File: config.mk
export PLATFORM = sky130hd
export DESIGN_NAME = memory_manager
export DESIGN_NICKNAME = d
export VERILOG_FILES = /design/src/logic/zxmem_pkg.sv /design/src/logic/master_config.sv /design/src/logic/divmmc_automapper.sv /design/src/logic/spectrum_pager.sv /design/src/logic/sram_address_map.sv /design/src/logic/memory_manager.sv
export VERILOG_INCLUDE_DIRS = /design/src /design/src/logic
export SDC_FILE = /design/constraint.sdc
export NUM_CORES = 1
export LEC_CHECK = 0
export BUFFER_PORTS_ARGS = -buffer_cell sky130_fd_sc_hd__buf_4
export CAP_MARGIN = 10
export CORE_UTILIZATION = 45
export CTS_CLUSTER_SIZE = 25
export DETAILED_ROUTE_END_ITERATION = 10
export PLACE_DENSITY = 0.8
export SYNTH_ARGS = -nofsm -noshare
export SYNTH_HDL_FRONTEND = slang
export SYNTH_SLANG_ARGS = --single-unit
File: constraint.sdc
create_clock -name clk -period 3.29 [get_ports clk]
set_clock_uncertainty 0.15 [all_clocks]
set_input_delay 0.4935 -clock clk [delete_from_list [all_inputs] [get_ports clk]]
set_output_delay 0.4935 -clock clk [all_outputs]
set_load 0.01 [all_outputs]
File: src/logic/zxmem_config.svh
`ifndef ZXMEM_CONFIG_SVH
`define ZXMEM_CONFIG_SVH

// --------------------------------------------------
// ZX-UNO register numbers
// --------------------------------------------------
`define ZXMEM_MASTERCONF           8'h00
`define ZXMEM_MASTERMAPPER         8'h01

// DivMMC control port, low byte only
`define ZXMEM_DIVMMC_PORT          8'hE3

// --------------------------------------------------
// Automapper entry and exit points
// --------------------------------------------------
`define ZXMEM_ENTRY_0000           16'h0000   // Reset
`define ZXMEM_ENTRY_0008           16'h0008   // RST 8, error handler
`define ZXMEM_ENTRY_0038           16'h0038   // Maskable interrupt
`define ZXMEM_ENTRY_0066           16'h0066   // NMI
`define ZXMEM_ENTRY_04C6           16'h04C6   // Tape save
`define ZXMEM_ENTRY_0562           16'h0562   // Tape load
`define ZXMEM_ENTRY_3D_PAGE        8'h3D      // Immediate entry, TR-DOS style
`define ZXMEM_EXIT_PREFIX          13'h03FF   // 1FF8 to 1FFF

// SRAM layout
`define ZXMEM_SRAM_AW              19
`define ZXMEM_DIVMMC_ROM_PAGE      6'b011000  // DivMMC EEPROM image
`define ZXMEM_DIVMMC_MAPRAM_PAGE   6'b100011  // DivMMC RAM page 3
`define ZXMEM_ROM_BASE             3'b010     // Four 16K ROMs from SRAM page 8

`endif

File: src/logic/zxmem_pkg.sv
`include "zxmem_config.svh"

package zxmem_pkg;

   // ZX-UNO register numbers on the addr bus
   typedef enum logic [7:0] {
      MASTERCONF   = `ZXMEM_MASTERCONF,
      MASTERMAPPER = `ZXMEM_MASTERMAPPER
   } zxuno_reg_e;

   // +3 all-RAM layouts, pages from 0000 up to C000
   typedef enum logic [1:0] {
      ARR_0123 = 2'd0,
      ARR_4567 = 2'd1,
      ARR_4563 = 2'd2,
      ARR_4763 = 2'd3
   } plus3_arrangement_e;

   // Quarter of the CPU address space, a[15:14]
   typedef enum logic [1:0] {
      REGION_ROM  = 2'd0,
      REGION_4000 = 2'd1,
      REGION_8000 = 2'd2,
      REGION_C000 = 2'd3
   } cpu_region_e;

endpackage

File: src/logic/master_config.sv
`timescale 1ns/1ps

module master_config (
   input  logic       clk,
   input  logic       mrst_n,                 // Master reset only
   input  logic [7:0] addr,                   // ZX-UNO register number
   input  logic       iow,
   input  logic [7:0] din,
   input  logic       page_configrom_active,
   output logic       initial_boot_mode,
   output logic       masterconf_frozen,
   output logic       divmmc_is_enabled,
   output logic       divmmc_nmi_disabled,
   output logic [1:0] timing_mode,
   output logic       disable_contention,
   output logic       issue2_keyboard_enabled,
   output logic [4:0] mastermapper            // 16K SRAM page at C000 in boot mode
);

   logic [1:0] cfg_sampler;                   // Two-stage sampler of the config ROM flag

   // --------------------------------------------------
   // MASTERCONF
   // --------------------------------------------------
   always_ff @(posedge clk) begin
      if (!mrst_n) begin
         cfg_sampler <= 2'b00;
         {timing_mode[1], disable_contention, timing_mode[0], issue2_keyboard_enabled,
          divmmc_nmi_disabled, divmmc_is_enabled, initial_boot_mode} <= 7'b0000001;
         masterconf_frozen <= 1'b0;
      end else begin
         cfg_sampler <= {cfg_sampler[0], page_configrom_active};
         if (page_configrom_active) begin       // Config ROM running, back to boot
            masterconf_frozen <= 1'b0;
            initial_boot_mode <= 1'b1;
         end else if (cfg_sampler == 2'b10) begin  // Config ROM just released
            masterconf_frozen <= 1'b1;
            initial_boot_mode <= 1'b0;
         end else if (iow && addr == zxmem_pkg::MASTERCONF) begin
            // Option bits stay writable after the freeze
            {timing_mode[1], disable_contention, timing_mode[0],
             issue2_keyboard_enabled} <= din[6:3];
            if (!masterconf_frozen) begin
               masterconf_frozen <= din[7];
               {divmmc_nmi_disabled, divmmc_is_enabled, initial_boot_mode} <= din[2:0];
            end
         end
      end
   end

   // MASTERMAPPER, boot mode only
   always_ff @(posedge clk) begin
      if (!mrst_n)
         mastermapper <= 5'h00;
      else if (iow && initial_boot_mode && addr == zxmem_pkg::MASTERMAPPER)
         mastermapper <= din[4:0];
   end

endmodule

File: src/logic/divmmc_automapper.sv
`timescale 1ns/1ps
`include "zxmem_config.svh"

module divmmc_automapper (
   input  logic        clk,
   input  logic        mrst_n,
   input  logic        rst_n,
   input  logic [15:0] a,
   input  logic [7:0]  din,
   input  logic        mreq_n,
   input  logic        iorq_n,
   input  logic        rd_n,
   input  logic        wr_n,
   input  logic        m1_n,
   input  logic        divmmc_nmi_disabled,
   input  logic        page_configrom_active,
   output logic        divmmc_paged,
   output logic        conmem,              // Forced mapping, bit 7
   output logic        mapram_mode,         // RAM page 3 as ROM, bit 6
   output logic [3:0]  divmmc_sram_page     // Upper 8K page, bits 3..0
);

   logic m1_read;                           // Opcode fetch in progress
   logic entry_deferred;
   logic pending;                           // Paging state once M1 ends

   assign m1_read = !mreq_n && !rd_n && !m1_n;

   always_comb begin
      entry_deferred = a == `ZXMEM_ENTRY_0000 || a == `ZXMEM_ENTRY_0008 ||
                       a == `ZXMEM_ENTRY_0038 || a == `ZXMEM_ENTRY_04C6 ||
                       a == `ZXMEM_ENTRY_0562 ||
                       (a == `ZXMEM_ENTRY_0066 && !divmmc_nmi_disabled &&
                        !page_configrom_active);  // NMI entry gated
   end

   // --------------------------------------------------
   // Control port E3
   // --------------------------------------------------
   always_ff @(posedge clk) begin
      if (!mrst_n || !rst_n) begin
         {conmem, mapram_mode, divmmc_sram_page} <= 6'b000000;
      end else if (!iorq_n && !wr_n && a[7:0] == `ZXMEM_DIVMMC_PORT) begin
         conmem           <= din[7];
         mapram_mode      <= din[6];
         divmmc_sram_page <= din[3:0];
      end
   end

   // Automapper
   always_ff @(posedge clk) begin
      if (!mrst_n || !rst_n) begin
         divmmc_paged <= 1'b0;
         pending      <= 1'b0;
      end else begin
         if (m1_read && entry_deferred) begin
            pending <= 1'b1;                   // Maps after this fetch
         end else if (m1_read && a[15:8] == `ZXMEM_ENTRY_3D_PAGE) begin
            divmmc_paged <= 1'b1;              // Maps during this fetch
            pending      <= 1'b1;
         end else if (m1_read && a[15:3] == `ZXMEM_EXIT_PREFIX) begin
            pending <= 1'b0;                   // Unmaps after this fetch
         end
         if (m1_n)
            divmmc_paged <= pending;           // M1 over, apply
      end
   end

endmodule

File: src/logic/spectrum_pager.sv
`timescale 1ns/1ps

module spectrum_pager (
   input  logic        clk,
   input  logic        mrst_n,
   input  logic        rst_n,
   input  logic [15:0] a,
   input  logic [7:0]  din,
   input  logic        iorq_n,
   input  logic        wr_n,
   input  logic        disable_7ffd,
   input  logic        disable_1ffd,
   input  logic        disable_romsel7f,
   input  logic        disable_romsel1f,
   output logic [2:0]  ram_bank,               // Bank at C000
   output logic [1:0]  rom_bank,
   output logic        vram_select,            // Shadow screen, bank 7
   output logic        allram_mode,
   output zxmem_pkg::plus3_arrangement_e arrangement
);

   logic [5:0] bank128;                        // 7FFD, lock in bit 5
   logic [2:0] bankplus3;                      // 1FFD, low bits only
   logic       io_write;
   logic       sel_1ffd;
   logic       sel_7ffd;

   assign io_write = !iorq_n && !wr_n;
   assign sel_1ffd = a[0] && !a[1] && a[12] && a[15:13] == 3'b000;
   // +2A form needs a[14], plain 128K form ignores it
   assign sel_7ffd = a[0] && !a[1] && !a[15] && (a[14] || disable_1ffd);

   always_ff @(posedge clk) begin
      if (!mrst_n || !rst_n) begin
         bank128   <= 6'b000000;
         bankplus3 <= 3'b000;
      end else if (io_write && !bank128[5]) begin   // Lock freezes both ports
         if (!disable_1ffd && sel_1ffd)
            bankplus3 <= din[2:0];
         else if (!disable_7ffd && sel_7ffd)
            bank128 <= din[5:0];
      end
   end

   assign ram_bank    = bank128[2:0];
   assign vram_select = bank128[3];
   assign rom_bank    = {bankplus3[2] & ~disable_romsel1f, bank128[4] & ~disable_romsel7f};
   assign allram_mode = bankplus3[0];
   assign arrangement = zxmem_pkg::plus3_arrangement_e'(bankplus3[2:1]);

endmodule

File: src/logic/sram_address_map.sv
`timescale 1ns/1ps
`include "zxmem_config.svh"

module sram_address_map (
   input  logic [15:0] a,
   input  logic        mreq_n,
   input  logic        rd_n,
   input  logic        wr_n,
   input  logic [7:0]  din,
   input  logic        initial_boot_mode,
   input  logic        inhibit_rom,          // External ROMCS
   input  logic [4:0]  mastermapper,
   input  logic        divmmc_is_enabled,
   input  logic        divmmc_paged,
   input  logic        conmem,
   input  logic        mapram_mode,
   input  logic [3:0]  divmmc_sram_page,
   input  logic [2:0]  ram_bank,
   input  logic [1:0]  rom_bank,
   input  logic        allram_mode,
   input  zxmem_pkg::plus3_arrangement_e arrangement,
   output logic [`ZXMEM_SRAM_AW-1:0] sram_addr,
   output logic        sram_we_n,
   output logic [7:0]  sram_wdata,
   output logic        ram_oe_n,
   output logic        bootrom_cs,
   output logic        access_to_screen
);

   zxmem_pkg::cpu_region_e region;

   // 16K RAM page in the low 128K
   function automatic logic [`ZXMEM_SRAM_AW-1:0] ram_page(input logic [2:0] page,
                                                          input logic [13:0] offset);
      ram_page = {2'b00, page, offset};
   endfunction

   assign region     = zxmem_pkg::cpu_region_e'(a[15:14]);
   assign sram_wdata = din;

   always_comb begin
      ram_oe_n   = mreq_n | rd_n;
      sram_we_n  = mreq_n | wr_n;
      bootrom_cs = 1'b0;
      sram_addr  = '0;
      case (region)
         // --------------------------------------------------
         zxmem_pkg::REGION_ROM: begin
            if (initial_boot_mode) begin       // Internal boot ROM only
               ram_oe_n   = 1'b1;
               sram_we_n  = 1'b1;
               bootrom_cs = !mreq_n;
            end else if (inhibit_rom) begin    // External ROM owns the bus
               ram_oe_n  = 1'b1;
               sram_we_n = 1'b1;
            end else if (divmmc_is_enabled && (divmmc_paged || conmem)) begin
               if (!a[13]) begin               // Lower 8K, EEPROM or RAM page 3
                  sram_addr = (conmem || !mapram_mode) ?
                              {`ZXMEM_DIVMMC_ROM_PAGE, a[12:0]} :
                              {`ZXMEM_DIVMMC_MAPRAM_PAGE, a[12:0]};
                  sram_we_n = 1'b1;
               end else begin                  // Upper 8K, selected RAM page
                  sram_addr = {2'b10, divmmc_sram_page, a[12:0]};
                  if (!conmem && mapram_mode && divmmc_sram_page == 4'd3)
                     sram_we_n = 1'b1;         // Page 3 acts as ROM here
               end
            end else if (!allram_mode) begin
               sram_addr = {`ZXMEM_ROM_BASE, rom_bank, a[13:0]};
               sram_we_n = 1'b1;
            end else begin
               sram_addr = ram_page((arrangement == zxmem_pkg::ARR_0123) ? 3'd0 : 3'd4,
                                    a[13:0]);
            end
         end
         // --------------------------------------------------
         zxmem_pkg::REGION_4000: begin
            if (initial_boot_mode || !allram_mode)
               sram_addr = ram_page(3'd5, a[13:0]);
            else
               case (arrangement)
                  zxmem_pkg::ARR_0123: sram_addr = ram_page(3'd1, a[13:0]);
                  zxmem_pkg::ARR_4763: sram_addr = ram_page(3'd7, a[13:0]);
                  default:             sram_addr = ram_page(3'd5, a[13:0]);
               endcase
         end
         zxmem_pkg::REGION_8000: begin
            if (initial_boot_mode || !allram_mode || arrangement == zxmem_pkg::ARR_0123)
               sram_addr = ram_page(3'd2, a[13:0]);
            else
               sram_addr = ram_page(3'd6, a[13:0]);
         end
         default: begin                        // C000
            if (initial_boot_mode)
               sram_addr = {mastermapper, a[13:0]};   // Any 16K page of the SRAM
            else if (!allram_mode)
               sram_addr = ram_page(ram_bank, a[13:0]);
            else if (arrangement == zxmem_pkg::ARR_4567)
               sram_addr = ram_page(3'd7, a[13:0]);
            else
               sram_addr = ram_page(3'd3, a[13:0]);
         end
      endcase
   end

   // Contention on the screen banks 5 and 7
   assign access_to_screen = !initial_boot_mode && !allram_mode &&
                             (region == zxmem_pkg::REGION_4000 ||
                              (region == zxmem_pkg::REGION_C000 &&
                               (ram_bank == 3'd5 || ram_bank == 3'd7)));

endmodule

File: src/logic/memory_manager.sv
`timescale 1ns/1ps
`include "zxmem_config.svh"

module memory_manager (
   input  logic        clk,
   input  logic        mrst_n,
   input  logic        rst_n,
   // CPU bus
   input  logic [15:0] a,
   input  logic [7:0]  din,
   output logic [7:0]  dout,
   output logic        oe_n,                 // dout is valid
   input  logic        mreq_n,
   input  logic        iorq_n,
   input  logic        rd_n,
   input  logic        wr_n,
   input  logic        m1_n,
   output logic        enable_nmi_n,
   input  logic        page_configrom_active,
   // ULA side
   output logic        issue2_keyboard_enabled,
   output logic [1:0]  timing_mode,
   output logic        disable_contention,
   output logic        access_to_screen,
   // Expansion bus and boot ROM
   input  logic        inhibit_rom,
   input  logic [7:0]  din_external,
   output logic        bootrom_cs,
   input  logic [7:0]  bootrom_data,
   // ZX-UNO registers
   input  logic [7:0]  addr,
   input  logic        ior,
   input  logic        iow,
   output logic        in_boot_mode,
   // Option disables
   input  logic        disable_7ffd,
   input  logic        disable_1ffd,
   input  logic        disable_romsel7f,
   input  logic        disable_romsel1f,
   // SRAM
   output logic [`ZXMEM_SRAM_AW-1:0] sram_addr,
   output logic [7:0]  sram_wdata,
   output logic        sram_we_n,
   input  logic [7:0]  sram_rdata
);

   logic       initial_boot_mode, masterconf_frozen;
   logic       divmmc_is_enabled, divmmc_nmi_disabled;
   logic [4:0] mastermapper;
   logic       divmmc_paged, conmem, mapram_mode;
   logic [3:0] divmmc_sram_page;
   logic [2:0] ram_bank;
   logic [1:0] rom_bank;
   logic       allram_mode;
   logic       ram_oe_n;
   zxmem_pkg::plus3_arrangement_e arrangement;

   assign in_boot_mode = ~masterconf_frozen;
   assign enable_nmi_n = divmmc_is_enabled & divmmc_paged & ~divmmc_nmi_disabled;

   master_config u_master_config (.*);

   divmmc_automapper u_divmmc_automapper (.*);

   spectrum_pager u_spectrum_pager (
      .clk, .mrst_n, .rst_n, .a, .din, .iorq_n, .wr_n,
      .disable_7ffd, .disable_1ffd, .disable_romsel7f, .disable_romsel1f,
      .ram_bank, .rom_bank,
      .vram_select (),                        // No video mirror in this build
      .allram_mode, .arrangement
   );

   sram_address_map u_sram_address_map (.*);

   // --------------------------------------------------
   // CPU read data, highest priority first
   // --------------------------------------------------
   always_comb begin
      oe_n = 1'b0;
      if (bootrom_cs)
         dout = bootrom_data;
      else if (!initial_boot_mode && inhibit_rom && !mreq_n && !rd_n && a[15:14] == 2'b00)
         dout = din_external;                 // ROMCS from the expansion bus
      else if (!ram_oe_n)
         dout = sram_rdata;
      else if (ior && addr == zxmem_pkg::MASTERCONF)
         dout = {masterconf_frozen, timing_mode[1], disable_contention, timing_mode[0],
                 issue2_keyboard_enabled, divmmc_nmi_disabled, divmmc_is_enabled,
                 initial_boot_mode};
      else if (ior && addr == zxmem_pkg::MASTERMAPPER)
         dout = {3'b000, mastermapper};
      else begin
         dout = 8'hFF;                        // Idle bus
         oe_n = 1'b1;
      end
   end

endmodule

* After elaboration in Yosys (flattened, before gate mapping)
Index checks and enable logic that the tools add are counted.
** Operators by class
- Multiplexer cells :: 48
- Bitwise logic cells :: 14
- Reductions and logical operators :: 78
- Equal/unequal tests :: 20
** Operators by type and width (count)
- $mux W19 :: 8
- $pmux W19 S3 :: 1
- $mux W8 :: 5
- $mux W17 :: 2
- $pmux W17 S2 :: 1
- $eq A16 B11 Y1 const B :: 2
- $logic_and A1 B1 Y1 :: 32
- $mux W1 :: 29
- $logic_not A1 Y1 :: 18
- $mux W18 :: 1
- $eq A16 B4 Y1 const B :: 1
- $eq A16 B6 Y1 const B :: 1
- $eq A16 B7 Y1 const B :: 1
- $logic_not A16 Y1 :: 1
- $eq A13 B10 Y1 const B :: 1
- $logic_or A1 B1 Y1 :: 13
- $eq A2 B2 Y1 const B :: 4
- $eq A8 B1 Y1 const B :: 1
- $eq A8 B6 Y1 const B :: 1
- $eq A8 B8 Y1 const B :: 1
- $logic_not A8 Y1 :: 1
- $not A1 Y1 :: 8
- $eq A3 B3 Y1 const B :: 2
- $reduce_and A2 Y1 :: 3
- other kinds (13) :: 22
** Word-level totals
- Output and inout port bits :: 45
- Register bits after elaboration :: 32
- Logic and storage cells :: 176
- Input bits :: 72

* Depth between registers and ports, before layout
- Word-level depth :: 9
- Mapped depth :: 6
- Gate-level depth less buffers :: 5

* Cells and area by module
A second synthesis with hierarchy kept.
** Second synthesis, totals
- Cell total of the unflattened synthesis :: 315
- Area, all modules :: 2617.5 sq um
** By module, submodules not included
- master_config :: cells each 64, area each 629.4 sq um, instances 1, sequential area each 300.3 sq um
- memory_manager :: cells each 65, area each 535.5 sq um, instances 1, sequential area each 0.0 sq um
- sram_address_map :: cells each 84, area each 531.8 sq um, instances 1, sequential area each 0.0 sq um
- divmmc_automapper :: cells each 56, area each 490.5 sq um, instances 1, sequential area each 160.2 sq um
- spectrum_pager :: cells each 46, area each 430.4 sq um, instances 1, sequential area each 180.2 sq um

* Worst setup path before layout
Ideal clock, no wire load.
- Kind :: input-to-output
- Start :: input port a[15]
- End :: output port dout[5]
- Data required time :: 2646 ps
- Stages on the path :: 6
- Path slack :: 731 ps
- Path buffers :: 1
- Arrival :: 1915 ps
- Cells stage by stage :: clkbuf_1 > nor4_1 > o21ai_1 > nand3_1 > a21oi_1 > o221ai_1
** Between the ends
- Longest elaborated chain between the ends :: 5
- Elaborated cells on any way between the ends :: 7
- Those cells by class :: 5 x mux; 2 x reduce/logical
** Ends and longest elaborated chain
- from (decl) :: line memory_manager.sv:9 : input logic [15:0] a,
- $logic_not A2 Y1 * :: line sram_address_map.sv:46, memory_manager.sv:82
- $mux W1 :: line sram_address_map.sv:46 : case (region)
- $mux W8 :: line memory_manager.sv:84 : else if (!ram_oe_n)
- $mux W8 :: line memory_manager.sv:82 : else if (!initial_boot_mode && inhibit_rom && !mreq_n && !rd_n && a[15:14] == 2'b00)
- $mux W8 * :: line memory_manager.sv:80 : if (bootrom_cs)
- to (decl) :: line memory_manager.sv:11 : output logic [7:0] dout,
Every way passes the cells marked *; elsewhere a longest branch is shown, timed or not.

* Final worst setup path
- Start :: input port a[15]
- End :: output port dout[1]
The elaborated chain is that of the path after synthesis.

==> impl_metrics.toml <==
[timing]
grt_setup_unrepaired = "no"
setup_tns_ns = 0
min_period_ns = 2.78
fmax_mhz = 360
finalCritPeriodShare_pct = 84.4
maxSlewViolCount = 0
slew_headroom_pct = 61.5
tightest_slew_ns = 0.574
finalSetupViolCount = 0
hold_violations = 0

[detailed_routing]
ant_nets = 0
routed-via-count = 2590
totalWireLength_um = 7260
viasPerCell = 5.74
wl_per_cell_um = 16.1
drt_iter0_drc = 161
drt-pass1-iter-count = 5
route.detailed.drc = 0

[clock_network]
insertion_delay_ns = 0.28
cts.sinks = 31
cts_tree = "built"
hold_buffers = 0
postCtsSetupBuffers = 0
htree_levels = 2
cts_buffer_depth = 2
post_cts_resized = 0
cts_buffers = 5
clockRootBuffer = "clkbuf_8"
clk_pin_slew_ns = 0.07

[setup_path]
arrival_ns = 2.13
crit_path_start_kind = "input port"
cp-end-kind = "output pin"
r2r_slack_ns = 1.36
crit_type = "input port to output pin"
cp_max_fo = 12
required_ns = 2.65

[floorplanning]
dieArea_um2 = 5140
start_util_pct = 48.5
die_w_um = 71.7
row_count = 24
io_pins = 117
fp.dieH_um = 71.7
coreArea_um2 = 4500

[logic_synthesis]
synth_top_family_by_area = "simple AND/OR/NAND/NOR gates"
synthSimpleGateAreaFrac_pct = 32.9
synth_fa_ha_area_share_pct = 0
syn_inst = 291
ys_types = 40
synth_nets = 363
ys.flop_type = "dfxtp_1"
synthTopCellsByArea = "dfxtp_1 28%, mux2i_1 13%, a21oi_1 4.8%"
synth_xor_area_share_pct = 0
yosysTopAreaCell = "dfxtp_1"
muxShareOfSynthArea_pct = 15.9
yosys_warnings = 0
synth_compound_area_share_pct = 15.8
avgSynthCellArea_um2 = 7.51
synthArstFlopShare_pct = 0
synth_edf_count = 0
synth_area_um2 = 2180
netlist.area_leader.share_pct = 28.4
synth_sequential_area_ratio_pct = 28.4
synth_seq_cells = 31

[layout]
fill_cells = 385
diodes = 0
final_cell_mix = "123 x buf_4, 31 x dfxtp_1, 29 x mux2i_1"
final_net_count = 470
area_delta_synth_final_pct = 43.6
final_common_cell = "buf_4"
drive_gt1_share_pct = 35.3

[worst_hold_path]
hold_class = "input port to register"

[job]
timing.max_cap.violations = 0

[power_and_ir_drop]
leakage_nw = 1.30
worst_ir_drop_vdd_uv = 284
power_density_nw_per_um2 = 286
power.total_mw = 0.896

[place]
io_buffers = 116
gp_congestion = 0.921
place.detailed.hpwl_um = 5720

[global_routing]
antenna_found_initial = 0
grt-ovfl-total = 0
grt_pass1_vias = 2407
grt_usage_pct = 28.8
grt_pass1_wl_um = 11600
grt_max_degree = 20

[outcome]
status = "finished clean"
## sequential cells by signal, indices dropped and copies added (netlist names), 2 cells and up
signal,cells
u_master_config.cfg_sampler,2
u_master_config.timing_mode,2
u_spectrum_pager.bankplus3,3
u_divmmc_automapper.divmmc_sram_page,4
u_spectrum_pager.bank128,5
u_master_config.mastermapper,5
## critical path: stages
cell,delay (ns)
buf_4,0.16
or2_2,0.32
nor3b_1,0.19
buf_4,0.21
mux2_2,0.34
o22ai_1,0.18
a21oi_1,0.07
buf_4,0.16
## area by class of cell
cell class,count,area [um^2],area share (%)
multi-input cells,228,1410,44.9
flip-flops and latches,31,621,19.8
inverters,9,33.8,1.08
clock inverters,2,12.5,0.399
repair buffers,123,923,29.4
clock buffers,6,72.6,2.31
well taps,52,65.1,2.07
## cells by family (layout without fill, tap and decap cells)
group,after synthesis,count (layout)
compound gates,60,60
mux,34,34
buf+inv,32,140
flops,31,31
simple gates,134,134
## per-stage QoR
step	hold WS (ns)	worst slack, ns	instance area, um^2	std cells	util [%]
2_1_floorplan	0.280	0.731	2180	291	-
3_3_place_gp	0.298	0.617	3050	443	67.8
3_5_place_dp	0.312	0.547	3050	443	67.8
4_1_cts	0.319	0.538	3140	451	69.7
5_1_grt	0.334	0.446	3140	451	69.7
6_report	0.328	0.512	3140	451	69.7
## cells in the mapped netlist (8+ instances only)
cell / count
and2_1: 15
o21ai_0: 16
buf_4: 8
nor2b_1: 11
nor3_1: 11
dfxtp_1: 31
inv_1: 9
nand3_1: 12
a21oi_1: 21
nand2_1: 24
nor2_1: 27
nor4_1: 8
o22ai_1: 9
mux2i_1: 29
clkbuf_1: 12
## power breakdown
part / total (mW) / switching, mW / internal (mW)
combinational: 0.226 / 0.103 / 0.123
sequential: 0.379 / 0.00183 / 0.377
clock: 0.291 / 0.144 / 0.148
## final timing paths
path / startpoint / cells after the start / end
max: a[15] / 8 / dout[1]
max reg2reg: u_spectrum_pager.bank128[5] / 4 / u_spectrum_pager.bank128[2]
min reg2reg: u_master_config.cfg_sampler[0] / 1 / u_master_config.cfg_sampler[1]
min: din[6] / 3 / u_divmmc_automapper.mapram_mode
## metal layers
metal  vias up  GRT usage [%]  part of all wire [%]
li1       1258              -                     -
met1      1179           36.7                    41
met2       145           48.2                    49
met3         8           6.47                   8.9
met4         0           9.37                   1.0
met5         -              0                     0
Power figures use the tool's default switching activity.
